==> src/include/issue_settings.svh <==
`ifndef ISSUE_SETTINGS_SVH
`define ISSUE_SETTINGS_SVH

// number of instruction entries in the issue buffer, a power of two.
`define ISSUE_DEPTH 16

// addi x0,x0,0 placed in issue slots that carry no instruction.
`define NOP_INSTR 32'h0000_0013

// word address bits decoded by the register block.
`define WB_ADDR_WIDTH 4

`endif

==> src/logic/issue_pkg.sv <==
`default_nettype none

package issue_pkg;

  `include "issue_settings.svh"

  typedef logic [$clog2(`ISSUE_DEPTH):0] occupancy_t;

  typedef struct packed {
    logic        valid;
    logic [31:0] pc;
    logic [63:0] data; // lower instruction in bits 31:0.
  } fetch_t;

  typedef struct packed {
    logic [1:0]  count;
    logic [31:0] pc0;
    logic [31:0] instr0;
    logic [31:0] pc1;
    logic [31:0] instr1;
  } issue_t;

  typedef struct packed {
    logic       basic;
    logic       complex;
    logic       wren;
    logic       rden1;
    logic       rden2;
    logic       fwren;
    logic       frden1;
    logic       frden2;
    logic       frden3;
    logic [4:0] waddr;
    logic [4:0] raddr1;
    logic [4:0] raddr2;
    logic [4:0] raddr3;
  } decode_info_t;

  typedef struct packed {
    logic                      cyc;
    logic                      stb;
    logic                      we;
    logic [`WB_ADDR_WIDTH-1:0] adr;
    logic [31:0]               dat_w;
  } wb_req_t;

  typedef struct packed {
    logic [31:0] dat_r;
    logic        ack;
  } wb_rsp_t;

  localparam logic [6:0] opcode_lui       = 7'b0110111;
  localparam logic [6:0] opcode_auipc     = 7'b0010111;
  localparam logic [6:0] opcode_jal       = 7'b1101111;
  localparam logic [6:0] opcode_jalr      = 7'b1100111;
  localparam logic [6:0] opcode_branch    = 7'b1100011;
  localparam logic [6:0] opcode_load      = 7'b0000011;
  localparam logic [6:0] opcode_store     = 7'b0100011;
  localparam logic [6:0] opcode_immediate = 7'b0010011;
  localparam logic [6:0] opcode_register  = 7'b0110011;
  localparam logic [6:0] opcode_system    = 7'b1110011;
  localparam logic [6:0] opcode_fload     = 7'b0000111;
  localparam logic [6:0] opcode_fstore    = 7'b0100111;
  localparam logic [6:0] opcode_fp        = 7'b1010011;
  localparam logic [6:0] opcode_fmadd     = 7'b1000011;
  localparam logic [6:0] opcode_fmsub     = 7'b1000111;
  localparam logic [6:0] opcode_fnmsub    = 7'b1001011;
  localparam logic [6:0] opcode_fnmadd    = 7'b1001111;

  localparam logic [4:0] funct_fadd      = 5'b00000;
  localparam logic [4:0] funct_fsub      = 5'b00001;
  localparam logic [4:0] funct_fmul      = 5'b00010;
  localparam logic [4:0] funct_fdiv      = 5'b00011;
  localparam logic [4:0] funct_fsgnj     = 5'b00100;
  localparam logic [4:0] funct_fminmax   = 5'b00101;
  localparam logic [4:0] funct_fsqrt     = 5'b01011;
  localparam logic [4:0] funct_fcomp     = 5'b10100;
  localparam logic [4:0] funct_fconv_f2i = 5'b11000;
  localparam logic [4:0] funct_fconv_i2f = 5'b11010;
  localparam logic [4:0] funct_fmv_f2i   = 5'b11100; // shared with fclass.
  localparam logic [4:0] funct_fmv_i2f   = 5'b11110;

endpackage

`default_nettype wire

==> src/logic/decode_class.sv <==
`timescale 1ns/1ns
`default_nettype none

module decode_class import issue_pkg::*; (
  input  logic [31:0]  instr,
  output decode_info_t info
);

  logic [6:0] opcode;
  logic [2:0] funct3;
  logic [4:0] funct5;

  assign opcode = instr[6:0];
  assign funct3 = instr[14:12];
  assign funct5 = instr[31:27];

  always_comb begin
    info = '0;
    info.waddr = instr[11:7];
    info.raddr1 = instr[19:15];
    info.raddr2 = instr[24:20];
    info.raddr3 = instr[31:27]; // rs3 of the fused multiply-add forms.
    case (opcode)
      opcode_lui, opcode_auipc: begin
        info.basic = 1'b1;
        info.wren = 1'b1;
      end
      opcode_immediate: begin
        info.basic = 1'b1;
        info.wren = 1'b1;
        info.rden1 = 1'b1;
      end
      opcode_register: begin
        info.basic = 1'b1;
        info.wren = 1'b1;
        info.rden1 = 1'b1;
        info.rden2 = 1'b1;
      end
      opcode_jal: begin
        info.complex = 1'b1;
        info.wren = 1'b1;
      end
      opcode_jalr, opcode_load: begin
        info.complex = 1'b1;
        info.wren = 1'b1;
        info.rden1 = 1'b1;
      end
      opcode_branch, opcode_store: begin
        info.complex = 1'b1;
        info.rden1 = 1'b1;
        info.rden2 = 1'b1;
      end
      opcode_system: begin
        info.complex = 1'b1;
        if (funct3 != 3'd0 && funct3 != 3'd4) begin
          info.wren = 1'b1;
          info.rden1 = ~funct3[2]; // immediate csr forms read no register.
        end
      end
      opcode_fload: begin
        info.complex = 1'b1;
        info.rden1 = 1'b1;
        info.fwren = 1'b1;
      end
      opcode_fstore: begin
        info.complex = 1'b1;
        info.rden1 = 1'b1;
        info.frden1 = 1'b1;
      end
      opcode_fp: begin
        case (funct5)
          funct_fadd, funct_fsub, funct_fmul, funct_fdiv, funct_fsgnj, funct_fminmax: begin
            info.complex = 1'b1;
            info.fwren = 1'b1;
            info.frden1 = 1'b1;
            info.frden2 = 1'b1;
          end
          funct_fsqrt: begin
            info.complex = 1'b1;
            info.fwren = 1'b1;
            info.frden1 = 1'b1;
          end
          funct_fcomp: begin
            info.complex = 1'b1;
            info.wren = 1'b1;
            info.frden1 = 1'b1;
            info.frden2 = 1'b1;
          end
          funct_fmv_f2i, funct_fconv_f2i: begin
            info.complex = 1'b1;
            info.wren = 1'b1;
            info.frden1 = 1'b1;
          end
          funct_fmv_i2f, funct_fconv_i2f: begin
            info.complex = 1'b1;
            info.rden1 = 1'b1;
            info.fwren = 1'b1;
          end
          default: begin
          end
        endcase
      end
      opcode_fmadd, opcode_fmsub, opcode_fnmsub, opcode_fnmadd: begin
        info.complex = 1'b1;
        info.fwren = 1'b1;
        info.frden1 = 1'b1;
        info.frden2 = 1'b1;
        info.frden3 = 1'b1;
      end
      default: begin
      end
    endcase
    if (info.waddr == 5'd0) begin
      info.wren = 1'b0; // x0 never holds a result.
    end
  end

endmodule

`default_nettype wire

==> src/logic/issue_buffer.sv <==
`timescale 1ns/1ns
`default_nettype none

module issue_buffer import issue_pkg::*; (
  input  logic       clock,
  input  logic       reset,
  input  fetch_t     fetch,
  input  logic       stall,
  input  logic       dual_enable,
  input  logic       flush,
  output issue_t     issue,
  output logic       full,
  output occupancy_t occupancy
);

  `include "issue_settings.svh"

  localparam int ptr_width = $clog2(`ISSUE_DEPTH);

  typedef struct packed {
    logic [31:0] pc;
    logic [31:0] instr;
  } entry_t;

  entry_t mem [`ISSUE_DEPTH];

  logic [ptr_width-1:0] wptr;
  logic [ptr_width-1:0] wptr_1;
  logic [ptr_width-1:0] rptr;
  logic [ptr_width-1:0] rptr_1;
  occupancy_t           count;
  occupancy_t           avail;
  logic [1:0]           fetch_add;

  entry_t       fetch_lo;
  entry_t       fetch_hi;
  entry_t       head0;
  entry_t       head1;
  logic         valid0;
  logic         valid1;
  decode_info_t info0;
  decode_info_t info1;
  logic         int_hazard;
  logic         float_hazard;
  logic         pair_ok;
  logic [1:0]   pass;

  assign wptr_1 = wptr + ptr_width'(1);
  assign rptr_1 = rptr + ptr_width'(1);
  assign fetch_add = fetch.valid ? 2'd2 : 2'd0;
  assign avail = count + occupancy_t'(fetch_add);

  assign fetch_lo = '{pc: fetch.pc, instr: fetch.data[31:0]};
  assign fetch_hi = '{pc: fetch.pc + 32'd4, instr: fetch.data[63:32]};

  // an empty or nearly empty buffer is bypassed by the pair arriving this cycle.
  always_comb begin
    if (count == '0) begin
      head0 = fetch_lo;
      head1 = fetch_hi;
    end else if (count == occupancy_t'(1)) begin
      head0 = mem[rptr];
      head1 = fetch_lo;
    end else begin
      head0 = mem[rptr];
      head1 = mem[rptr_1];
    end
  end

  assign valid0 = avail != '0;
  assign valid1 = avail > occupancy_t'(1);

  decode_class u_decode0 (
    .instr (valid0 ? head0.instr : `NOP_INSTR),
    .info  (info0)
  );

  decode_class u_decode1 (
    .instr (valid1 ? head1.instr : `NOP_INSTR),
    .info  (info1)
  );

  assign int_hazard = info0.wren &
                      ((info1.rden1 && info1.raddr1 == info0.waddr) |
                       (info1.rden2 && info1.raddr2 == info0.waddr));
  assign float_hazard = info0.fwren &
                        ((info1.frden1 && info1.raddr1 == info0.waddr) |
                         (info1.frden2 && info1.raddr2 == info0.waddr) |
                         (info1.frden3 && info1.raddr3 == info0.waddr));
  assign pair_ok = (info0.basic | info0.complex) & info1.basic & ~int_hazard & ~float_hazard;

  always_comb begin
    if (stall || !valid0 || !(info0.basic || info0.complex)) begin
      pass = 2'd0;
    end else if (valid1 && pair_ok && dual_enable) begin
      pass = 2'd2;
    end else begin
      pass = 2'd1;
    end
  end

  always_comb begin
    issue.count = pass;
    issue.pc0 = (pass != 2'd0) ? head0.pc : 32'd0;
    issue.instr0 = (pass != 2'd0) ? head0.instr : `NOP_INSTR;
    issue.pc1 = (pass == 2'd2) ? head1.pc : 32'd0;
    issue.instr1 = (pass == 2'd2) ? head1.instr : `NOP_INSTR;
  end

  assign full = count > occupancy_t'(`ISSUE_DEPTH / 2);
  assign occupancy = count;

  always_ff @(posedge clock) begin
    if (reset == 1'b0) begin
      wptr <= '0;
      rptr <= '0;
      count <= '0;
    end else if (flush) begin
      wptr <= '0; // a flush drops any pair fetched in the same cycle.
      rptr <= '0;
      count <= '0;
    end else begin
      wptr <= wptr + ptr_width'(fetch_add);
      rptr <= rptr + ptr_width'(pass);
      count <= avail - occupancy_t'(pass);
    end
  end

  always_ff @(posedge clock) begin
    if (fetch.valid && !flush) begin
      mem[wptr] <= fetch_lo;
      mem[wptr_1] <= fetch_hi;
    end
  end

endmodule

`default_nettype wire

==> src/logic/issue_config.sv <==
`timescale 1ns/1ns
`default_nettype none

module issue_config import issue_pkg::*; (
  input  logic       clock,
  input  logic       reset,
  input  wb_req_t    wb_req,
  output wb_rsp_t    wb_rsp,
  input  occupancy_t occupancy,
  input  logic [1:0] issued,
  output logic       dual_enable,
  output logic       flush
);

  `include "issue_settings.svh"

  localparam logic [`WB_ADDR_WIDTH-1:0] addr_control = 'd0;
  localparam logic [`WB_ADDR_WIDTH-1:0] addr_occupancy = 'd1;
  localparam logic [`WB_ADDR_WIDTH-1:0] addr_issued = 'd2;

  logic        access;
  logic        write;
  logic        ack;
  logic [31:0] dat_r;
  logic [31:0] read_value;
  logic [31:0] issued_count;

  // the guard on ack keeps a held request from acking twice.
  assign access = wb_req.cyc & wb_req.stb & ~ack;
  assign write = access & wb_req.we;

  always_comb begin
    case (wb_req.adr)
      addr_control: read_value = {31'd0, dual_enable}; // flush bit reads zero.
      addr_occupancy: read_value = 32'(occupancy);
      addr_issued: read_value = issued_count;
      default: read_value = 32'd0;
    endcase
  end

  always_ff @(posedge clock) begin
    if (reset == 1'b0) begin
      ack <= 1'b0;
      flush <= 1'b0;
      dual_enable <= 1'b1;
      issued_count <= 32'd0;
    end else begin
      ack <= access;
      flush <= write && wb_req.adr == addr_control && wb_req.dat_w[1];
      if (write && wb_req.adr == addr_control) begin
        dual_enable <= wb_req.dat_w[0];
      end
      if (write && wb_req.adr == addr_issued) begin
        issued_count <= 32'd0;
      end else begin
        issued_count <= issued_count + 32'(issued);
      end
    end
  end

  always_ff @(posedge clock) begin
    if (access) begin
      dat_r <= read_value;
    end
  end

  assign wb_rsp.dat_r = dat_r;
  assign wb_rsp.ack = ack;

endmodule

`default_nettype wire

==> src/logic/issue_top.sv <==
`timescale 1ns/1ns
`default_nettype none

module issue_top import issue_pkg::*; (
  input  logic    clock,
  input  logic    reset,
  input  fetch_t  fetch,
  input  logic    stall,
  output issue_t  issue,
  output logic    full,
  input  wb_req_t wb_req,
  output wb_rsp_t wb_rsp
);

  occupancy_t occupancy;
  logic       dual_enable;
  logic       flush;

  issue_buffer u_buffer (
    .clock       (clock),
    .reset       (reset),
    .fetch       (fetch),
    .stall       (stall),
    .dual_enable (dual_enable),
    .flush       (flush),
    .issue       (issue),
    .full        (full),
    .occupancy   (occupancy)
  );

  issue_config u_config (
    .clock       (clock),
    .reset       (reset),
    .wb_req      (wb_req),
    .wb_rsp      (wb_rsp),
    .occupancy   (occupancy),
    .issued      (issue.count), // stalled cycles add zero.
    .dual_enable (dual_enable),
    .flush       (flush)
  );

endmodule

`default_nettype wire

==> config.mk <==
export PLATFORM = sky130hd
export DESIGN_NAME = issue_top
export DESIGN_NICKNAME = d
export VERILOG_FILES = /design/src/logic/issue_pkg.sv /design/src/logic/decode_class.sv /design/src/logic/issue_buffer.sv /design/src/logic/issue_config.sv /design/src/logic/issue_top.sv
export VERILOG_INCLUDE_DIRS = /design/src /design/src/include
export SDC_FILE = /design/constraint.sdc
export NUM_CORES = 2
export LEC_CHECK = 0
export BUFFER_PORTS_ARGS = -buffer_cell sky130_fd_sc_hd__buf_2
export CORE_AREA = 5 5 334 336
export DETAILED_ROUTE_END_ITERATION = 10
export DIE_AREA = 0 0 339 341
export HOLD_SLACK_MARGIN = 0.02
export PLACE_DENSITY = 0.72
export SLEW_MARGIN = 20
export SYNTH_ARGS = -nofsm -noshare
export SYNTH_HDL_FRONTEND = slang
export SYNTH_SLANG_ARGS = --single-unit
==> constraint.sdc <==
create_clock -name clock -period 15 [get_ports clock]
set_input_delay 3 -clock clock [delete_from_list [all_inputs] [get_ports clock]]
set_output_delay 3 -clock clock [all_outputs]
set_load 0.05 [all_outputs]
# [After elaboration in Yosys (flattened, before gate mapping)]
# Memories as Yosys holds them, arrays and structs flattened. A register that Yosys moved wholly into a read port is not among the register bits.
# Cells that the tools add are included.
[totals] register_bits=80 ramBits=1024 input_bits=139 out_inout_bits=164 wordCells=181 mem_count=1
[mem_list] memory="u_buffer.mem" depth=16 width=64 read_ports=2 rd_ports_with_merged_regs=1 wr=2 line="issue_buffer.sv:25" source="entry_t mem [`ISSUE_DEPTH];"
[op_classes] add_sub_neg=8 n_lt_le_gt_ge=2 n_eq_ne=64 mux=35 n_bitwise=18 reduce_logical=45
[ops] operator="2-to-1 mux 32 bit" count=6
[ops] operator="2-to-1 mux 64 bit" count=3
[ops] operator="== test 7 bit, second input constant" count=17
[ops] operator="one-hot mux 32 bit (3 select lines)" count=1
[ops] operator="== test 7 x 6 -> 1 bit, second input constant" count=8
[ops] operator="== test 5 bit, second input constant" count=10
[ops] operator="adder 32 x 2 -> 32 bit" count=1
[ops] operator="adder 32 x 3 -> 32 bit, second input constant" count=1
[ops] operator="== test 7 x 5 -> 1 bit, second input constant" count=4
[ops] operator="OR reduction 12 bit" count=2
[ops] operator="== test 5 x 2 -> 1 bit, second input constant" count=4
[ops] operator="== test 5 x 3 -> 1 bit, second input constant" count=4
[ops] operator="zero test 5 bit" count=4
[ops] operator="== test 5 x 1 -> 1 bit, second input constant" count=3
[ops] operator="== test 5 bit" count=3
[ops] operator="== test 7 x 2 -> 1 bit, second input constant" count=2
[ops] operator="== test 7 x 3 -> 1 bit, second input constant" count=2
[ops] operator="2-to-1 mux 1 bit" count=14
[ops] operator="OR reduction 7 bit" count=2
[ops] operator="logical AND 1 bit" count=13
[ops] operator="OR reduction 4 bit" count=3
[ops] operator="== test 5 x 4 -> 1 bit, second input constant" count=2
[ops] operator="OR reduction 10 bit" count=1
[ops] operator="OR reduction 5 bit" count=2
[ops] operator="other kinds (27)" count=60

# [Longest topological paths before layout]
# An unclocked memory read counts as a cell.
[logic_depth] depth_word=21 depth_mapped=30 ltp_nobuf=22

# [Cells and area by module]
# Synthesis repeated with hierarchy kept, for this count alone.
[unflattened] hier_cells=4689 hier_area_um2=60200.2
[by_module_without_submodules] module="issue_buffer" n_inst=1 cells_per_inst=4277 area_each_um2=56272.7 seq_area_each_um2=30509.3
[by_module_without_submodules] module="issue_config" n_inst=1 cells_per_inst=274 area_each_um2=2909.0 seq_area_each_um2=1661.6
[by_module_without_submodules] module="decode_class" n_inst=2 cells_per_inst=69 area_each_um2=509.2 seq_area_each_um2=0.0

# [Least setup slack after synthesis]
# OpenSTA, ideal clock, no wires.
[synth_path] path_kind="in2out" start="input port fetch[96] (netlist bit)" end="output port issue[11] (netlist bit)" t_arrival_ns=8.119 required_ns=12.000 setup_slack_ns=3.881 stages=15 path_buffers=3 cell_sequence="ha_1 -> ha_1 -> xor2_1 -> nor3_1 -> and3_1 -> clkbuf_1 -> nand3b_1 -> or4_1 -> a31o_2 -> o211ai_1 -> a31oi_1 -> or4_1 -> clkbuf_1 -> buf_4 -> a2111oi_0"
[synth_rtl] item="start: declaration" line="issue_top.sv:7" source="input fetch_t fetch,"
[synth_rtl] item="end: declaration" line="issue_top.sv:9" source="output issue_t issue,"

==> impl_metrics.xml <==
<?xml version="1.0" encoding="UTF-8"?>
<metrics>
  <group name="clock_tree">
    <metric name="worst_skew_pair.late_latency" unit="ns">0.71</metric>
    <metric name="cts_resized" unit="">0</metric>
    <metric name="tritoncts" unit="">built</metric>
    <metric name="cts.reportedPaths.clkPinSlew" unit="ns">0.06</metric>
    <metric name="clock_tree.root_cell" unit="">clkbuf_16</metric>
    <metric name="post_cts.repair.setup_buffers" unit="">0</metric>
    <metric name="cts.sinks" unit="">1087</metric>
    <metric name="cts_made_buffers" unit="">113</metric>
    <metric name="clk_path_buf_depth" unit="">3</metric>
    <metric name="h-tree-depth" unit="">3</metric>
    <metric name="postCtsHoldBufs" unit="">0</metric>
  </group>
  <group name="sta">
    <metric name="post-route-worst-setup-slack" unit="ns">4.14</metric>
    <metric name="setup_viol" unit="">0</metric>
    <metric name="final.period_utilization" unit="%">72.4</metric>
    <metric name="fmax" unit="MHz">92.1</metric>
    <metric name="worst_pin_slew" unit="ns">1.07</metric>
    <metric name="final_period_minus_worst_setup_slack" unit="ns">10.86</metric>
    <metric name="number_of_hold_slack_violations_in_the_final_timing_report" unit="">0</metric>
    <metric name="worst_clock_skew" unit="ns">0.0356</metric>
    <metric name="unrepaired_setup_endpoints_after_global_routing" unit="">false</metric>
    <metric name="tns" unit="ns">0</metric>
    <metric name="worst_hold_slack" unit="ns">0.505</metric>
    <metric name="worst_slew_margin_rel" unit="%">28.5</metric>
    <metric name="report.final.slew_viol_count" unit="">0</metric>
  </group>
  <group name="routing">
    <metric name="drt-wirelength-per-cell" unit="µm">28.2</metric>
    <metric name="ant_nets" unit="">0</metric>
    <metric name="remaining_drc_errors" unit="">0</metric>
    <metric name="detailed_route_iter0_violations" unit="">5306</metric>
    <metric name="drt_pass1_iterations" unit="">6</metric>
    <metric name="drt-total-wl" unit="µm">167000</metric>
    <metric name="num_vias" unit="">39400</metric>
    <metric name="via_density_per_instance" unit="">6.67</metric>
  </group>
  <group name="synth">
    <metric name="synth_top_area_share" unit="%">53.0</metric>
    <metric name="avgSynthCellArea" unit="µm²">13.6</metric>
    <metric name="synth_sequential_area_ratio" unit="%">54.6</metric>
    <metric name="synthDistinctLibCells" unit="">76</metric>
    <metric name="synthCells" unit="">4352</metric>
    <metric name="synth.area.top_cells" unit="">edfxtp_1 53%, mux4_2 22%, nand2_1 7.0%, xnor2_1 2.0%, xor2_1 2.0%</metric>
    <metric name="post_synth_most_frequent_cells" unit="">1099 x nand2_1, 1040 x edfxtp_1, 569 x mux4_2, 267 x clkbuf_1, 257 x nor2_1</metric>
    <metric name="yosysTopAreaCell" unit="">edfxtp_1</metric>
    <metric name="asyncSetResetFlopFracSynth" unit="%">0</metric>
    <metric name="synth_flop_cell" unit="">edfxtp_1</metric>
    <metric name="synth_edf_count" unit="">1040</metric>
    <metric name="yosysMostFrequentCell" unit="">nand2_1</metric>
    <metric name="synth-seq-cells" unit="">1087</metric>
    <metric name="yosysWarnings" unit="">0</metric>
    <metric name="mappedNetlistArea" unit="µm²">59000</metric>
  </group>
  <group name="critical_path">
    <metric name="ff_to_ff_setup_slack" unit="ns">5.69</metric>
    <metric name="cp_slowest_stage_delay" unit="ns">0.79</metric>
    <metric name="ff2ff_path_depth" unit="">24</metric>
    <metric name="r2r-end" unit="">u_config.issued_count[26]</metric>
    <metric name="regToRegStartpoint" unit="">u_buffer.rptr[1]</metric>
    <metric name="critPathBufInv" unit="">3</metric>
    <metric name="critical_path_peak_fanout" unit="">45</metric>
    <metric name="cell_family_with_most_cp_delay" unit="">simple AND/OR/NAND/NOR gates</metric>
    <metric name="cp-end-kind" unit="">primary output</metric>
    <metric name="timing.critical_path.cells" unit="">buf_2 &gt; ha_1 &gt; ha_1 &gt; xor2_1 &gt; nor3_1 &gt; and3_1 &gt; nand3b_1 &gt; or4_1 &gt; a31o_2 &gt; o211ai_1 &gt; a31oi_1 &gt; or4_4 &gt; buf_4 &gt; a2111oi_2 &gt; buf_2</metric>
    <metric name="cp_data_required_time" unit="ns">12.00</metric>
    <metric name="critPathSlowestCell" unit="">a2111oi_2</metric>
    <metric name="worstSetupStartpointType" unit="">input port</metric>
    <metric name="arrival" unit="ns">7.86</metric>
    <metric name="crit_type" unit="">in -&gt; out</metric>
  </group>
  <group name="floorplanning">
    <metric name="initial_core_utilization" unit="%">54.5</metric>
    <metric name="count_of_pins_on_the_block_boundary" unit="">303</metric>
    <metric name="std_cell_rows" unit="">121</metric>
    <metric name="area_of_the_core_region" unit="µm²">108000</metric>
    <metric name="die_width" unit="µm">339</metric>
    <metric name="die_height" unit="µm">341</metric>
    <metric name="design.die.area" unit="µm²">116000</metric>
  </group>
  <group name="min_path">
    <metric name="min_delay_worst_endpoint" unit="">u_config.issued_count[30]</metric>
    <metric name="worst_hold_startpoint" unit="">u_config.issued_count[30]</metric>
    <metric name="worst_hold_path.num_cells" unit="">2</metric>
    <metric name="worstHoldPathType" unit="">reg -&gt; reg</metric>
  </group>
  <group name="flow_run">
    <metric name="timing.max_cap.violations" unit="">0</metric>
  </group>
  <group name="grt">
    <metric name="grt.overflow.total" unit="">0</metric>
    <metric name="wire_length_of_the_first_global_routing_pass" unit="µm">247000</metric>
    <metric name="first_global_vias" unit="">38700</metric>
    <metric name="grt_resource_usage_total" unit="%">28.3</metric>
    <metric name="antenna_found_initial" unit="">15</metric>
    <metric name="largest_net_degree_at_the_start_of_global_routing" unit="">161</metric>
  </group>
  <group name="power">
    <metric name="leakage" unit="nW">21.9</metric>
    <metric name="power-per-cell-area" unit="nW/µm²">151</metric>
    <metric name="worst_ir_drop_vdd" unit="mV">0.174</metric>
  </group>
  <group name="cells_and_area">
    <metric name="n_fill_cell" unit="">8152</metric>
    <metric name="multi_input_comb_area" unit="µm²">25000</metric>
    <metric name="layout.nets" unit="">4545</metric>
    <metric name="layout-area-overhead-vs-synth" unit="%">10.1</metric>
    <metric name="post_route_cells_drive_above_1_share" unit="%">25.6</metric>
    <metric name="final-seq-area" unit="µm²">32200</metric>
  </group>
  <group name="placed_design">
    <metric name="dpl.hpwl" unit="µm">95100</metric>
    <metric name="finalWeightedCongestion" unit="">0.847</metric>
    <metric name="io_buffers" unit="">265</metric>
    <metric name="setup_slack_placement" unit="ns">4.30</metric>
  </group>
  <group name="outcome">
    <metric name="outcome" unit="">finished clean</metric>
  </group>
</metrics>
## sequential cells by signal (all words and copies together) (netlist names)
name / flops
u_buffer.rptr: 4
u_config.flush: 1
u_buffer.wptr: 3
u_buffer.mem: 1008
u_config.dat_r: 32
u_buffer.occupancy: 5
u_config.dual_enable: 1
u_config.issued_count: 32
u_config.ack: 1
## cell type report
class,count,share of cell area (%)
multi-input cells,2830,38.5
clock inverters,73,1.33
inverters,29,0.260
repair buffers,330,2.95
clock buffers,135,4.58
flip-flops and latches,1087,49.6
well taps,1414,2.72
diodes,13,0.0501
## worst max-delay path by stage
stage / to / slack, ns / from / cells past startpoint
3_5_place_dp: issue[30] / 4.30 / fetch[96] / 15
4_1_cts: issue[128] / 4.13 / u_buffer.rptr[1] / 15
3_3_place_gp: issue[28] / 4.33 / fetch[96] / 15
6_report: issue[10] / 4.14 / fetch[96] / 15
2_1_floorplan: issue[11] / 3.88 / fetch[96] / 15
5_1_grt: issue[129] / 3.81 / u_buffer.rptr[1] / 15
## cell families (layout without fill, tap and decap cells)
group / after synthesis / count (layout) / synth area share, %
flops: 1087 / 1087 / 54.6
mux: 656 / 656 / 23.3
compound gates: 294 / 294 / 3.51
other cells: 2 / 20 / 0.0127
fa+ha+maj: 15 / 15 / 0.356
simple gates: 1590 / 1590 / 11.0
buf+inv: 440 / 567 / 3.30
xor+xnor: 268 / 268 / 3.98
## cells in the final DEF (no fill, tap or decap), drive strengths merged, types with 13 or more instances in the layout
cell	count
a2111oi	35
a21oi	92
a22oi	29
and2	37
and3	25
buf	330
bufinv	18
clkbuf	135
clkinv	47
dfxtp	47
diode	13
edfxtp	1040
inv	36
mux2i	75
mux4	571
nand2	1099
nand3	52
nand4	18
nor2	258
nor2b	31
nor3	28
o21ai	75
xnor2	135
xor2	133
## tightest hold or removal path: cells and delay by family (launching register included)
family	cells	cell delay, ns
AOI/OAI and AO/OA	2	0.14
DFF	1	0.32
## routing by layer
layer  GRT usage (%)  up-vias  wire, µm
met5               0        -        64
met2            45.5     2627     79100
met4            10.2       10      6190
li1                -    16400         -
met3            5.66      374     19900
met1            39.0    20000     61600
## power breakdown
part | leakage (nW) | switching [mW] | total [mW] | internal, mW
clock network | 1.88 | 1.21 | 2.93 | 1.72
registers | 9.83 | 0.0730 | 3.49 | 3.42
logic | 10.2 | 2.14 | 3.39 | 1.25
total | 21.9 | 3.42 | 9.82 | 6.39
## through the flow
| step | util, % | power, mW | std cells | area, µm² |
|---|---|---|---|---|
| 6_report | 60.0 | 9.82 | 5911 | 64900 |
| 5_1_grt | 60.0 | 10.1 | 5905 | 64900 |
| 2_1_floorplan | - | 5.95 | 4357 | 59000 |
| 4_1_cts | 59.9 | 9.80 | 5896 | 64800 |
| 3_3_place_gp | 56.4 | 6.86 | 5688 | 61000 |
| 3_5_place_dp | 56.4 | 6.90 | 5688 | 61000 |
Note: power is estimated with default switching activity, not from simulation.
